<file path="src/source/flow_pkg.sv">
/*
 * Flow control definitions
 * Buffer depths, pointer and credit counter widths
 */
package flow_pkg;

    // Ingress buffer, also the sender's initial credit count
    localparam int IN_DEPTH = 4;
    localparam int IN_PTR_WIDTH = $clog2(IN_DEPTH);
    localparam int IN_CNT_WIDTH = $clog2(IN_DEPTH + 1);

    // Egress FIFO, also the initial ingress reservation count
    localparam int OUT_DEPTH = 8;
    localparam int OUT_PTR_WIDTH = $clog2(OUT_DEPTH);
    localparam int OUT_CNT_WIDTH = $clog2(OUT_DEPTH + 1);

    localparam int CREDIT_WIDTH = 4;

endpackage

</file>
<file path="src/source/pixel_pkg.sv">
/*
 * Pixel definitions
 * Component widths and colour constants for the HSV datapath
 */
package pixel_pkg;

    // Bits per colour component
    localparam int COMP_WIDTH = 8;

    // One packed RGB or HSV triple
    localparam int PIXEL_WIDTH = 3 * COMP_WIDTH;

    // Full-scale value, used as the S scale and the hue wrap
    localparam logic [COMP_WIDTH-1:0] COMP_MAX = {COMP_WIDTH{1'b1}};

    // Hue offset for one third of the circle
    localparam logic [COMP_WIDTH-1:0] HUE_SECTOR = (COMP_WIDTH)'(85);

    // Converter depth, input to output in cycles
    localparam int CONV_LATENCY = 6;

endpackage
</file>
<file path="src/source/pixel_if.sv">
/*
 * Pixel link
 * Valid flag plus three colour components, no back-pressure
 */
interface pixel_if;

    // Sink takes the pixel in every cycle valid is high
    logic valid;

    // RGB or HSV depending on link position
    logic [pixel_pkg::COMP_WIDTH-1:0] c0;
    logic [pixel_pkg::COMP_WIDTH-1:0] c1;
    logic [pixel_pkg::COMP_WIDTH-1:0] c2;

    modport source (
        output valid, c0, c1, c2
    );

    modport sink (
        input valid, c0, c1, c2
    );

endinterface

</file>
<file path="src/source/hsv_convert_top.sv">
/*
 * Streaming RGB to HSV converter top
 * Ingress buffer, converter pipeline and egress FIFO
 */
module hsv_convert_top (
    input  logic                             clk,
    input  logic                             rst_n,
    // Upstream side, credit controlled
    input  logic                             in_valid,
    input  logic [pixel_pkg::COMP_WIDTH-1:0] in_r,
    input  logic [pixel_pkg::COMP_WIDTH-1:0] in_g,
    input  logic [pixel_pkg::COMP_WIDTH-1:0] in_b,
    output logic                             in_credit,
    // Downstream side, credit controlled
    input  logic                             out_credit,
    output logic                             out_valid,
    output logic [pixel_pkg::COMP_WIDTH-1:0] out_h,
    output logic [pixel_pkg::COMP_WIDTH-1:0] out_s,
    output logic [pixel_pkg::COMP_WIDTH-1:0] out_v
);

    // RGB into the converter, HSV out of it
    pixel_if ing_to_conv ();
    pixel_if conv_to_egr ();

    // Egress slot returned to the ingress reservation count
    logic slot_free;

    pixel_ingress i_pixel_ingress (
        .clk       (clk),
        .rst_n     (rst_n),
        .in_valid  (in_valid),
        .in_r      (in_r),
        .in_g      (in_g),
        .in_b      (in_b),
        .in_credit (in_credit),
        .slot_free (slot_free),
        .issue     (ing_to_conv.source)
    );

    rgb_to_hsv i_rgb_to_hsv (
        .clk   (clk),
        .rst_n (rst_n),
        .rgb   (ing_to_conv.sink),
        .hsv   (conv_to_egr.source)
    );

    pixel_egress i_pixel_egress (
        .clk        (clk),
        .rst_n      (rst_n),
        .result     (conv_to_egr.sink),
        .out_credit (out_credit),
        .out_valid  (out_valid),
        .out_h      (out_h),
        .out_s      (out_s),
        .out_v      (out_v),
        .slot_free  (slot_free)
    );

endmodule

</file>
<file path="src/source/pixel_egress.sv">
/*
 * Pixel egress
 * Output FIFO, sends under downstream credits and returns
 * a slot reservation to ingress on every send
 */
module pixel_egress (
    input  logic                             clk,
    input  logic                             rst_n,
    pixel_if.sink                            result,
    input  logic                             out_credit,
    output logic                             out_valid,
    output logic [pixel_pkg::COMP_WIDTH-1:0] out_h,
    output logic [pixel_pkg::COMP_WIDTH-1:0] out_s,
    output logic [pixel_pkg::COMP_WIDTH-1:0] out_v,
    output logic                             slot_free
);

    // FIFO storage, packed {h, s, v}
    logic [pixel_pkg::PIXEL_WIDTH-1:0]  fifo_mem [flow_pkg::OUT_DEPTH];
    logic [pixel_pkg::PIXEL_WIDTH-1:0]  head;
    logic [flow_pkg::OUT_PTR_WIDTH-1:0] wr_ptr;
    logic [flow_pkg::OUT_PTR_WIDTH-1:0] rd_ptr;
    logic [flow_pkg::OUT_CNT_WIDTH-1:0] fill;
    logic                               fifo_full;

    // Credits granted by the receiver, none after reset
    logic [flow_pkg::CREDIT_WIDTH-1:0]  credits;
    logic                               do_send;

    assign fifo_full = (fill == (flow_pkg::OUT_CNT_WIDTH)'(flow_pkg::OUT_DEPTH));
    assign do_send   = (fill != '0) && (credits != '0);
    assign head      = fifo_mem[rd_ptr];

    // Send and slot return are the same event
    assign out_valid = do_send;
    assign slot_free = do_send;
    assign out_h     = head[3*pixel_pkg::COMP_WIDTH-1:2*pixel_pkg::COMP_WIDTH];
    assign out_s     = head[2*pixel_pkg::COMP_WIDTH-1:pixel_pkg::COMP_WIDTH];
    assign out_v     = head[pixel_pkg::COMP_WIDTH-1:0];

    always_ff @(posedge clk) begin
        if (result.valid) begin
            fifo_mem[wr_ptr] <= {result.c0, result.c1, result.c2};
        end
    end

    always_ff @(posedge clk or negedge rst_n) begin
        if (!rst_n) begin
            wr_ptr  <= '0;
            rd_ptr  <= '0;
            fill    <= '0;
            credits <= '0;
        end else begin
            if (result.valid) begin
                wr_ptr <= wr_ptr + 1'b1;
            end
            if (do_send) begin
                rd_ptr <= rd_ptr + 1'b1;
            end
            case ({result.valid, do_send})
                2'b10:   fill <= fill + 1'b1;
                2'b01:   fill <= fill - 1'b1;
                default: fill <= fill;
            endcase
            // One credit per grant, one spent per send
            case ({out_credit, do_send})
                2'b10:   credits <= credits + 1'b1;
                2'b01:   credits <= credits - 1'b1;
                default: credits <= credits;
            endcase
        end
    end

    // Full FIFO means every reservation is used, so the pipeline is empty
    a_full_pipe_empty: assert property (@(posedge clk) disable iff (!rst_n)
        fifo_full |-> (!result.valid) [*pixel_pkg::CONV_LATENCY])
        else $error("egress write while FIFO full");

    // Receiver must not grant past the counter range
    a_credit_no_overflow: assert property (@(posedge clk) disable iff (!rst_n)
        (credits == '1) |-> (!out_credit || do_send))
        else $error("egress credit counter overflow");

endmodule

</file>
<file path="src/source/rgb_to_hsv.sv">
/*
 * RGB to HSV converter
 * Six-stage pipeline, one pixel per cycle, never stalls
 */
module rgb_to_hsv (
    input  logic    clk,
    input  logic    rst_n,
    pixel_if.sink   rgb,
    pixel_if.source hsv
);

    // One valid bit per stage
    logic [pixel_pkg::CONV_LATENCY-1:0] valid_q;

    // Stage 1 registered input
    logic [pixel_pkg::COMP_WIDTH-1:0]   r1, g1, b1;
    // Stage 2 extremes
    logic [pixel_pkg::COMP_WIDTH-1:0]   max2, delta2, r2, g2, b2;
    logic                               max_is_r2, max_is_g2;
    // Stage 3 saturation and hue difference
    logic [pixel_pkg::COMP_WIDTH-1:0]   v3, s3, delta3;
    logic signed [pixel_pkg::COMP_WIDTH:0] diff3;
    logic                               max_is_r3, max_is_g3;
    // Stage 4 hue numerator and denominator
    logic [pixel_pkg::COMP_WIDTH-1:0]   v4, s4;
    logic signed [2*pixel_pkg::COMP_WIDTH:0] num4;
    logic [pixel_pkg::COMP_WIDTH+2:0]   den4;
    logic                               max_is_r4, max_is_g4;
    // Stage 5 raw hue
    logic [pixel_pkg::COMP_WIDTH-1:0]   v5, s5;
    logic signed [pixel_pkg::COMP_WIDTH:0] raw5;
    logic                               max_is_r5, max_is_g5;
    // Stage 6 output
    logic [pixel_pkg::COMP_WIDTH-1:0]   h6, s6, v6;

    // Combinational results between stages
    logic                               r_top_c, g_top_c;
    logic [pixel_pkg::COMP_WIDTH-1:0]   max_c, min_c;
    logic [2*pixel_pkg::COMP_WIDTH-1:0] sat_num_c, sat_quo_c;
    logic signed [pixel_pkg::COMP_WIDTH:0] diff_c;
    logic signed [2*pixel_pkg::COMP_WIDTH:0] hue_num_c, hue_quo_c;
    logic [pixel_pkg::COMP_WIDTH+2:0]   hue_den_c;
    logic [pixel_pkg::COMP_WIDTH:0]     hue_off_c;
    logic signed [pixel_pkg::COMP_WIDTH:0] hue_sum_c;

    // ==================================================
    // Stage logic
    // ==================================================

    always_comb begin
        // Max priority on ties is R, then G, then B
        r_top_c = (r1 >= g1) && (r1 >= b1);
        g_top_c = !r_top_c && (g1 >= b1);
        max_c   = r_top_c ? r1 : (g_top_c ? g1 : b1);
        if ((r1 <= g1) && (r1 <= b1)) begin
            min_c = r1;
        end else if (g1 <= b1) begin
            min_c = g1;
        end else begin
            min_c = b1;
        end

        // S is delta * 255 / max, or zero for black
        sat_num_c = {{pixel_pkg::COMP_WIDTH{1'b0}}, delta2}
                  * {{pixel_pkg::COMP_WIDTH{1'b0}}, pixel_pkg::COMP_MAX};
        sat_quo_c = (max2 == '0) ? '0 : sat_num_c / {{pixel_pkg::COMP_WIDTH{1'b0}}, max2};
        // Signed difference of the two non-max components
        if (max_is_r2) begin
            diff_c = $signed({1'b0, g2}) - $signed({1'b0, b2});
        end else if (max_is_g2) begin
            diff_c = $signed({1'b0, b2}) - $signed({1'b0, r2});
        end else begin
            diff_c = $signed({1'b0, r2}) - $signed({1'b0, g2});
        end

        // Numerator diff * 255 over denominator 4*delta + 2*delta
        hue_num_c = diff3 * $signed({1'b0, pixel_pkg::COMP_MAX});
        hue_den_c = {1'b0, delta3, 2'b00} + {2'b00, delta3, 1'b0};

        // Signed divide truncates toward zero and grey gives zero
        if (den4 == '0) begin
            hue_quo_c = '0;
        end else begin
            hue_quo_c = num4 / $signed({{(pixel_pkg::COMP_WIDTH-2){1'b0}}, den4});
        end

        // Sector offset where R wraps negative hue
        if (max_is_r5) begin
            hue_off_c = raw5[pixel_pkg::COMP_WIDTH] ? {1'b0, pixel_pkg::COMP_MAX} : '0;
        end else if (max_is_g5) begin
            hue_off_c = {1'b0, pixel_pkg::HUE_SECTOR};
        end else begin
            hue_off_c = {pixel_pkg::HUE_SECTOR, 1'b0};
        end
        hue_sum_c = raw5 + $signed(hue_off_c);
    end

    // ==================================================
    // Pipeline registers
    // ==================================================

    always_ff @(posedge clk or negedge rst_n) begin
        if (!rst_n) begin
            valid_q <= '0;
        end else begin
            valid_q <= {valid_q[pixel_pkg::CONV_LATENCY-2:0], rgb.valid};
        end
    end

    always_ff @(posedge clk) begin
        if (rgb.valid) begin
            r1 <= rgb.c0;
            g1 <= rgb.c1;
            b1 <= rgb.c2;
        end
        // Delta uses this pixel's own extremes
        if (valid_q[0]) begin
            max2      <= max_c;
            delta2    <= max_c - min_c;
            max_is_r2 <= r_top_c;
            max_is_g2 <= g_top_c;
            {r2, g2, b2} <= {r1, g1, b1};
        end
        if (valid_q[1]) begin
            {v3, delta3, diff3} <= {max2, delta2, diff_c};
            s3 <= sat_quo_c[pixel_pkg::COMP_WIDTH-1:0];
            {max_is_r3, max_is_g3} <= {max_is_r2, max_is_g2};
        end
        if (valid_q[2]) begin
            {v4, s4, num4, den4} <= {v3, s3, hue_num_c, hue_den_c};
            {max_is_r4, max_is_g4} <= {max_is_r3, max_is_g3};
        end
        if (valid_q[3]) begin
            {v5, s5} <= {v4, s4};
            raw5 <= hue_quo_c[pixel_pkg::COMP_WIDTH:0];
            {max_is_r5, max_is_g5} <= {max_is_r4, max_is_g4};
        end
        // H keeps the low 8 bits
        if (valid_q[4]) begin
            h6 <= hue_sum_c[pixel_pkg::COMP_WIDTH-1:0];
            {s6, v6} <= {s5, v5};
        end
    end

    assign hsv.valid = valid_q[pixel_pkg::CONV_LATENCY-1];
    assign hsv.c0    = h6;
    assign hsv.c1    = s6;
    assign hsv.c2    = v6;

endmodule

</file>
<file path="src/source/pixel_ingress.sv">
/*
 * Pixel ingress
 * Credit-controlled input buffer, issues pixels only against
 * reserved egress slots so the converter never has to stall
 */
module pixel_ingress (
    input  logic                             clk,
    input  logic                             rst_n,
    input  logic                             in_valid,
    input  logic [pixel_pkg::COMP_WIDTH-1:0] in_r,
    input  logic [pixel_pkg::COMP_WIDTH-1:0] in_g,
    input  logic [pixel_pkg::COMP_WIDTH-1:0] in_b,
    output logic                             in_credit,
    input  logic                             slot_free,
    pixel_if.source                          issue
);

    // Circular buffer storage, packed {r, g, b}
    logic [pixel_pkg::PIXEL_WIDTH-1:0] buf_mem [flow_pkg::IN_DEPTH];
    logic [pixel_pkg::PIXEL_WIDTH-1:0] head;

    // Pointers wrap naturally, depth is a power of two
    logic [flow_pkg::IN_PTR_WIDTH-1:0] wr_ptr;
    logic [flow_pkg::IN_PTR_WIDTH-1:0] rd_ptr;
    logic [flow_pkg::IN_CNT_WIDTH-1:0] fill;

    // Free egress slots not yet claimed
    logic [flow_pkg::CREDIT_WIDTH-1:0] resv;
    logic                              do_issue;

    // Issue needs a pixel and a reserved slot
    assign do_issue = (fill != '0) && (resv != '0);
    assign head     = buf_mem[rd_ptr];

    // Each issue frees one entry, so one credit goes back
    assign in_credit   = do_issue;
    assign issue.valid = do_issue;
    assign issue.c0    = head[3*pixel_pkg::COMP_WIDTH-1:2*pixel_pkg::COMP_WIDTH];
    assign issue.c1    = head[2*pixel_pkg::COMP_WIDTH-1:pixel_pkg::COMP_WIDTH];
    assign issue.c2    = head[pixel_pkg::COMP_WIDTH-1:0];

    always_ff @(posedge clk) begin
        if (in_valid) begin
            buf_mem[wr_ptr] <= {in_r, in_g, in_b};
        end
    end

    always_ff @(posedge clk or negedge rst_n) begin
        if (!rst_n) begin
            wr_ptr <= '0;
            rd_ptr <= '0;
            fill   <= '0;
            resv   <= (flow_pkg::CREDIT_WIDTH)'(flow_pkg::OUT_DEPTH);
        end else begin
            if (in_valid) begin
                wr_ptr <= wr_ptr + 1'b1;
            end
            if (do_issue) begin
                rd_ptr <= rd_ptr + 1'b1;
            end
            // Occupancy, write and issue may coincide
            case ({in_valid, do_issue})
                2'b10:   fill <= fill + 1'b1;
                2'b01:   fill <= fill - 1'b1;
                default: fill <= fill;
            endcase
            // Reservations, claimed by issue and returned by egress
            case ({slot_free, do_issue})
                2'b10:   resv <= resv + 1'b1;
                2'b01:   resv <= resv - 1'b1;
                default: resv <= resv;
            endcase
        end
    end

    // Upstream sender must hold a credit for every write
    a_no_write_when_full: assert property (@(posedge clk) disable iff (!rst_n)
        in_valid |-> (fill != (flow_pkg::IN_CNT_WIDTH)'(flow_pkg::IN_DEPTH)))
        else $error("ingress write while buffer full");

    // Egress returns no more slots than it has
    a_resv_bounded: assert property (@(posedge clk) disable iff (!rst_n)
        resv <= (flow_pkg::CREDIT_WIDTH)'(flow_pkg::OUT_DEPTH))
        else $error("ingress reservation count above egress depth");

endmodule

</file>
<file path="config.mk">
export PLATFORM = sky130hd
export DESIGN_NAME = hsv_convert_top
export DESIGN_NICKNAME = d
export VERILOG_FILES = /design/src/source/flow_pkg.sv /design/src/source/pixel_pkg.sv /design/src/source/pixel_if.sv /design/src/source/hsv_convert_top.sv /design/src/source/pixel_egress.sv /design/src/source/rgb_to_hsv.sv /design/src/source/pixel_ingress.sv
export SDC_FILE = /design/constraint.sdc
export NUM_CORES = 1
export LEC_CHECK = 0
export ABC_AREA = 1
export BUFFER_PORTS_ARGS = -buffer_cell sky130_fd_sc_hd__buf_4
export CAP_MARGIN = 10
export CORE_MARGIN = 3
export CORE_UTILIZATION = 59
export CTS_CLUSTER_DIAMETER = 80
export DETAILED_ROUTE_END_ITERATION = 12
export GPL_ROUTABILITY_DRIVEN = 0
export PLACE_DENSITY = 0.77
export SYNTH_ARGS = -nofsm -noshare
export SYNTH_HDL_FRONTEND = slang
export SYNTH_HIERARCHICAL = 1
export SYNTH_SLANG_ARGS = --single-unit
export TNS_END_PERCENT = 20
</file>
<file path="constraint.sdc">
create_clock -name clk -period 26.9 [get_ports clk]
set_input_delay 0 -clock clk [delete_from_list [all_inputs] [get_ports clk]]
set_output_delay 0 -clock clk [all_outputs]
set_load 0.005 [all_outputs]
</file>
==> results.py <==
metrics = {
    "worst_setup_path": {
        "cp.required_ps": 27310,
        "crit_type": "reg2reg",
        "startpoint_type": "register",
        "worstPathArrival_ps": 28530,
        "reg2regPathDepth": 221,
        "cp_max_fo": 9,
        "slowest_delay_ps": 420,
        "end_kind": "register",
        "slowest_stage": "edfxtp_1",
        "worstReg2RegStart": "i_rgb_to_hsv/num4[1]$_DFFE_PP_",
        "timing.rr.end": "i_rgb_to_hsv/raw5[8]$_SDFFCE_PP0P_",
        "r2r_slack_ps": -1220,
    },
    "logic_synthesis": {
        "synth-edff-count": 485,
        "synthCells": 3935,
        "ys_async_sr_fraction_pct": 6.01,
        "ys.flop_type": "edfxtp_1",
        "synth.area.top_cells": "edfxtp_1 (40%), ha_1 (13%), nand2_1 (7.0%)",
        "synth_fp_nets": 4418,
        "synth_area_leader_cell": "edfxtp_1",
        "ys_seq_area_share_pct": 42.2,
        "yosysWarnings": 6,
        "ys_ff_latch": 516,
        "syn_area_mm2": 0.0364,
        "avgSynthCellArea_um2": 9.24,
        "synth_cell_type_count": 70,
        "synth_top_area_share_pct": 40.1,
    },
    "sta": {
        "max_freq_mhz": 35.6,
        "slew_violations": 0,
        "final_hold_viol_count": 0,
        "fin_crit_ps": 28120,
        "worst_slew_pin_slew_ps": 1140,
        "fin_skew_ps": 48.2,
        "slew_headroom_pct": 23.9,
        "fin_hold_ws_ps": 115,
        "rsz0062_at_grt": "true",
        "setup_slack_ps": -1220,
        "finalSetupViolCount": 10,
        "period_share_pct": 105,
    },
    "cells_and_area": {
        "diodes": 0,
        "mostFrequentLayoutCells": "buf_4 (695), nand2_1 (611), inv_1 (487)",
        "final_cell_area_mm2": 0.0457,
        "layout-drive-gt1-share_pct": 26.8,
        "num-fill-cells": 3711,
        "syn_to_final_growth_pct": 25.8,
        "final_cells": 5463,
        "nNetsFinal": 5123,
        "final_common_cell": "buf_4",
    },
    "hold_path": {
        "hold_class": "in2reg",
        "hold_path_depth": 2,
        "worstHoldEndpoint": "i_pixel_ingress/buf_mem[0][21]$_DFFE_PP_",
        "min_from": "in_r[5]",
    },
    "grt": {
        "grt_util_all_layers_pct": 26.7,
        "grt_max_degree": 99,
        "gr-total-overflow": 0,
        "antenna_found_initial": 0,
        "grt_pass1_wl_um": 141000,
        "grt_pass1_vias": 29500,
    },
    "power_and_ir_drop": {
        "p_sw_share_pct": 21.8,
        "p_int_mw": 1.34,
        "seqPwrFrac_pct": 53.5,
        "power_per_cell_area_mw_per_mm2": 37.5,
        "ir_worst_vdd_mv": 0.0538,
        "power.switching_mw": 0.374,
        "total_power_mw": 1.72,
        "clkPwrFrac_pct": 43.1,
        "leakage_nw": 21.0,
        "p_comb_share_pct": 3.4,
    },
    "place": {
        "dp.final_hpwl_um": 58300,
        "post_dp_cell_area_mm2": 0.0409,
        "placedCellCount": 5146,
        "pre_cts_slack_ps": -1800,
        "io_buffer_count": 53,
    },
    "clock_tree": {
        "cts-root-buf": "clkbuf_16",
        "htreeDepth": 2,
        "cts_tree": "built",
        "cts_max_path_buffers": 3,
        "cts_buffers": 53,
        "cts_sinks": 516,
        "insertion_delay_ps": 630,
        "clk_pin_slew_worst_paths_ps": 60,
    },
    "status": {
        "violations": "setup timing",
        "status": "finished with violations",
    },
    "route": {
        "drt_iter0_drc": 2356,
        "wl_um": 95500,
        "antenna_left": 0,
        "vias": 30800,
        "routedWlPerCell_um": 17.5,
        "vias_per_cell": 5.64,
        "drc": 0,
        "drt_pass1_iterations": 8,
    },
    "die": {
        "coreArea_mm2": 0.0607,
        "die_h_um": 254,
        "initial_core_util_pct": 59.9,
        "fp.dieW_um": 254,
        "std_cell_rows": 90,
        "die-area_mm2": 0.0646,
        "io_pins": 54,
    },
    "flow_run": {
        "cap_violations": 0,
    },
}
[worst max path at each step]
| stage | from | endpoint |
|---|---|---|
| detailed placement | i_rgb_to_hsv/num4[0]$_DFFE_PP_ | i_rgb_to_hsv/raw5[8]$_SDFFCE_PP0P_ |
| finish | i_rgb_to_hsv/num4[1]$_DFFE_PP_ | i_rgb_to_hsv/raw5[8]$_SDFFCE_PP0P_ |
| floorplan | i_rgb_to_hsv/num4[0]$_DFFE_PP_ | i_rgb_to_hsv/raw5[8]$_SDFFCE_PP0P_ |
| global placement | i_rgb_to_hsv/num4[0]$_DFFE_PP_ | i_rgb_to_hsv/raw5[8]$_SDFFCE_PP0P_ |
| CTS | i_rgb_to_hsv/num4[0]$_DFFE_PP_ | i_rgb_to_hsv/raw5[8]$_SDFFCE_PP0P_ |
| global route | i_rgb_to_hsv/delta2[2]$_DFFE_PP_ | i_rgb_to_hsv/s3[0]$_SDFFCE_PN0P_ |
[metal layers]
layer | share of wire [%] | up-vias | global-route usage [%]
met1 | 38 | 14500 | 32.3
li1 | - | 14600 | -
met2 | 51 | 1288 | 49.2
met4 | 4.5 | 0 | 9.34
met5 | 0 | - | 0
met3 | 7.0 | 365 | 3.18
[Yosys cell counts, drive strengths merged (30+ instances only)]
| cell type | instances |
|---|---|
| ha | 380 |
| inv | 561 |
| nor3 | 31 |
| a21oi | 120 |
| dfrtp | 30 |
| buf | 49 |
| nor2 | 390 |
| nand3 | 151 |
| xnor2 | 86 |
| o21ai | 433 |
| edfxtp | 485 |
| nand2 | 724 |
| o21bai | 32 |
| clkbuf | 37 |
| fa | 75 |
| xor2 | 120 |
| a21o | 49 |
[area by class of cell]
cell class	count	area, um2	area share [%]
Clock buffer	67	1380	3.01
Clock inverter	29	369	0.807
Inverter	564	2170	4.74
Multi-Input combinational cell	2769	19800	43.3
Sequential cell	516	15300	33.6
Tap cell	782	978	2.14
Timing Repair Buffer	736	5690	12.4
[critical path: cells and delay by family (launching register included)]
kind	cells	cell delay (ps)
fa+ha+maj	18	4300
buf+inv	35	2780
flops	1	420
simple gates	94	9620
compound gates	74	10670
[registers in the layout, indices dropped and copies added, names as in the netlist, 9 cells and up]
signal and cells:
i_rgb_to_hsv/diff3 9, i_pixel_egress/fifo_mem 192, i_rgb_to_hsv/num4 17, i_rgb_to_hsv/den4 10, i_pixel_ingress/buf_mem 96, i_rgb_to_hsv/raw5 9
[through the flow]
stage	util, %	setup TNS (ps)
floorplan	-	-13090
global placement	67.3	-8220
detailed placement	67.3	-13080
CTS	72.5	-27.2
global route	75.3	-23580
finish	75.3	-7390
[power by group through the flow]
stage	Sequential, mW	Combinational (mW)	Clock, mW
after floorplan	0.931	0.0356	0
after global placement	0.934	0.0516	0
after detailed placement	0.935	0.0541	0
after CTS	0.919	0.0580	0.741
after global routing	0.921	0.0644	0.785
final	0.919	0.0579	0.740
[cells by family (layout without fill, tap and decap cells)]
group,Yosys count,after routing,synth area share [%]
fa+ha+maj,455,455,17.2
xor+xnor,206,206,4.96
compound gates,724,724,11.4
flops,516,516,42.2
buf+inv,650,1396,7.27
mux,5,5,0.138
simple gates,1379,1379,16.8
[what timing repair did]
| action | in CTS | in global routing |
|---|---|---|
| gates cloned | 1 | 1 |
| setup endpoints to repair | 10 | 11 |
| hold buffers | 29 | 0 |
| gates resized for setup | 119 | 248 |
| endpoints found under the hold margin | 134 | 0 |
| buffers inserted | 96 | 95 |
| pin swaps | 121 | 268 |
(Power assumes the default switching activity.)
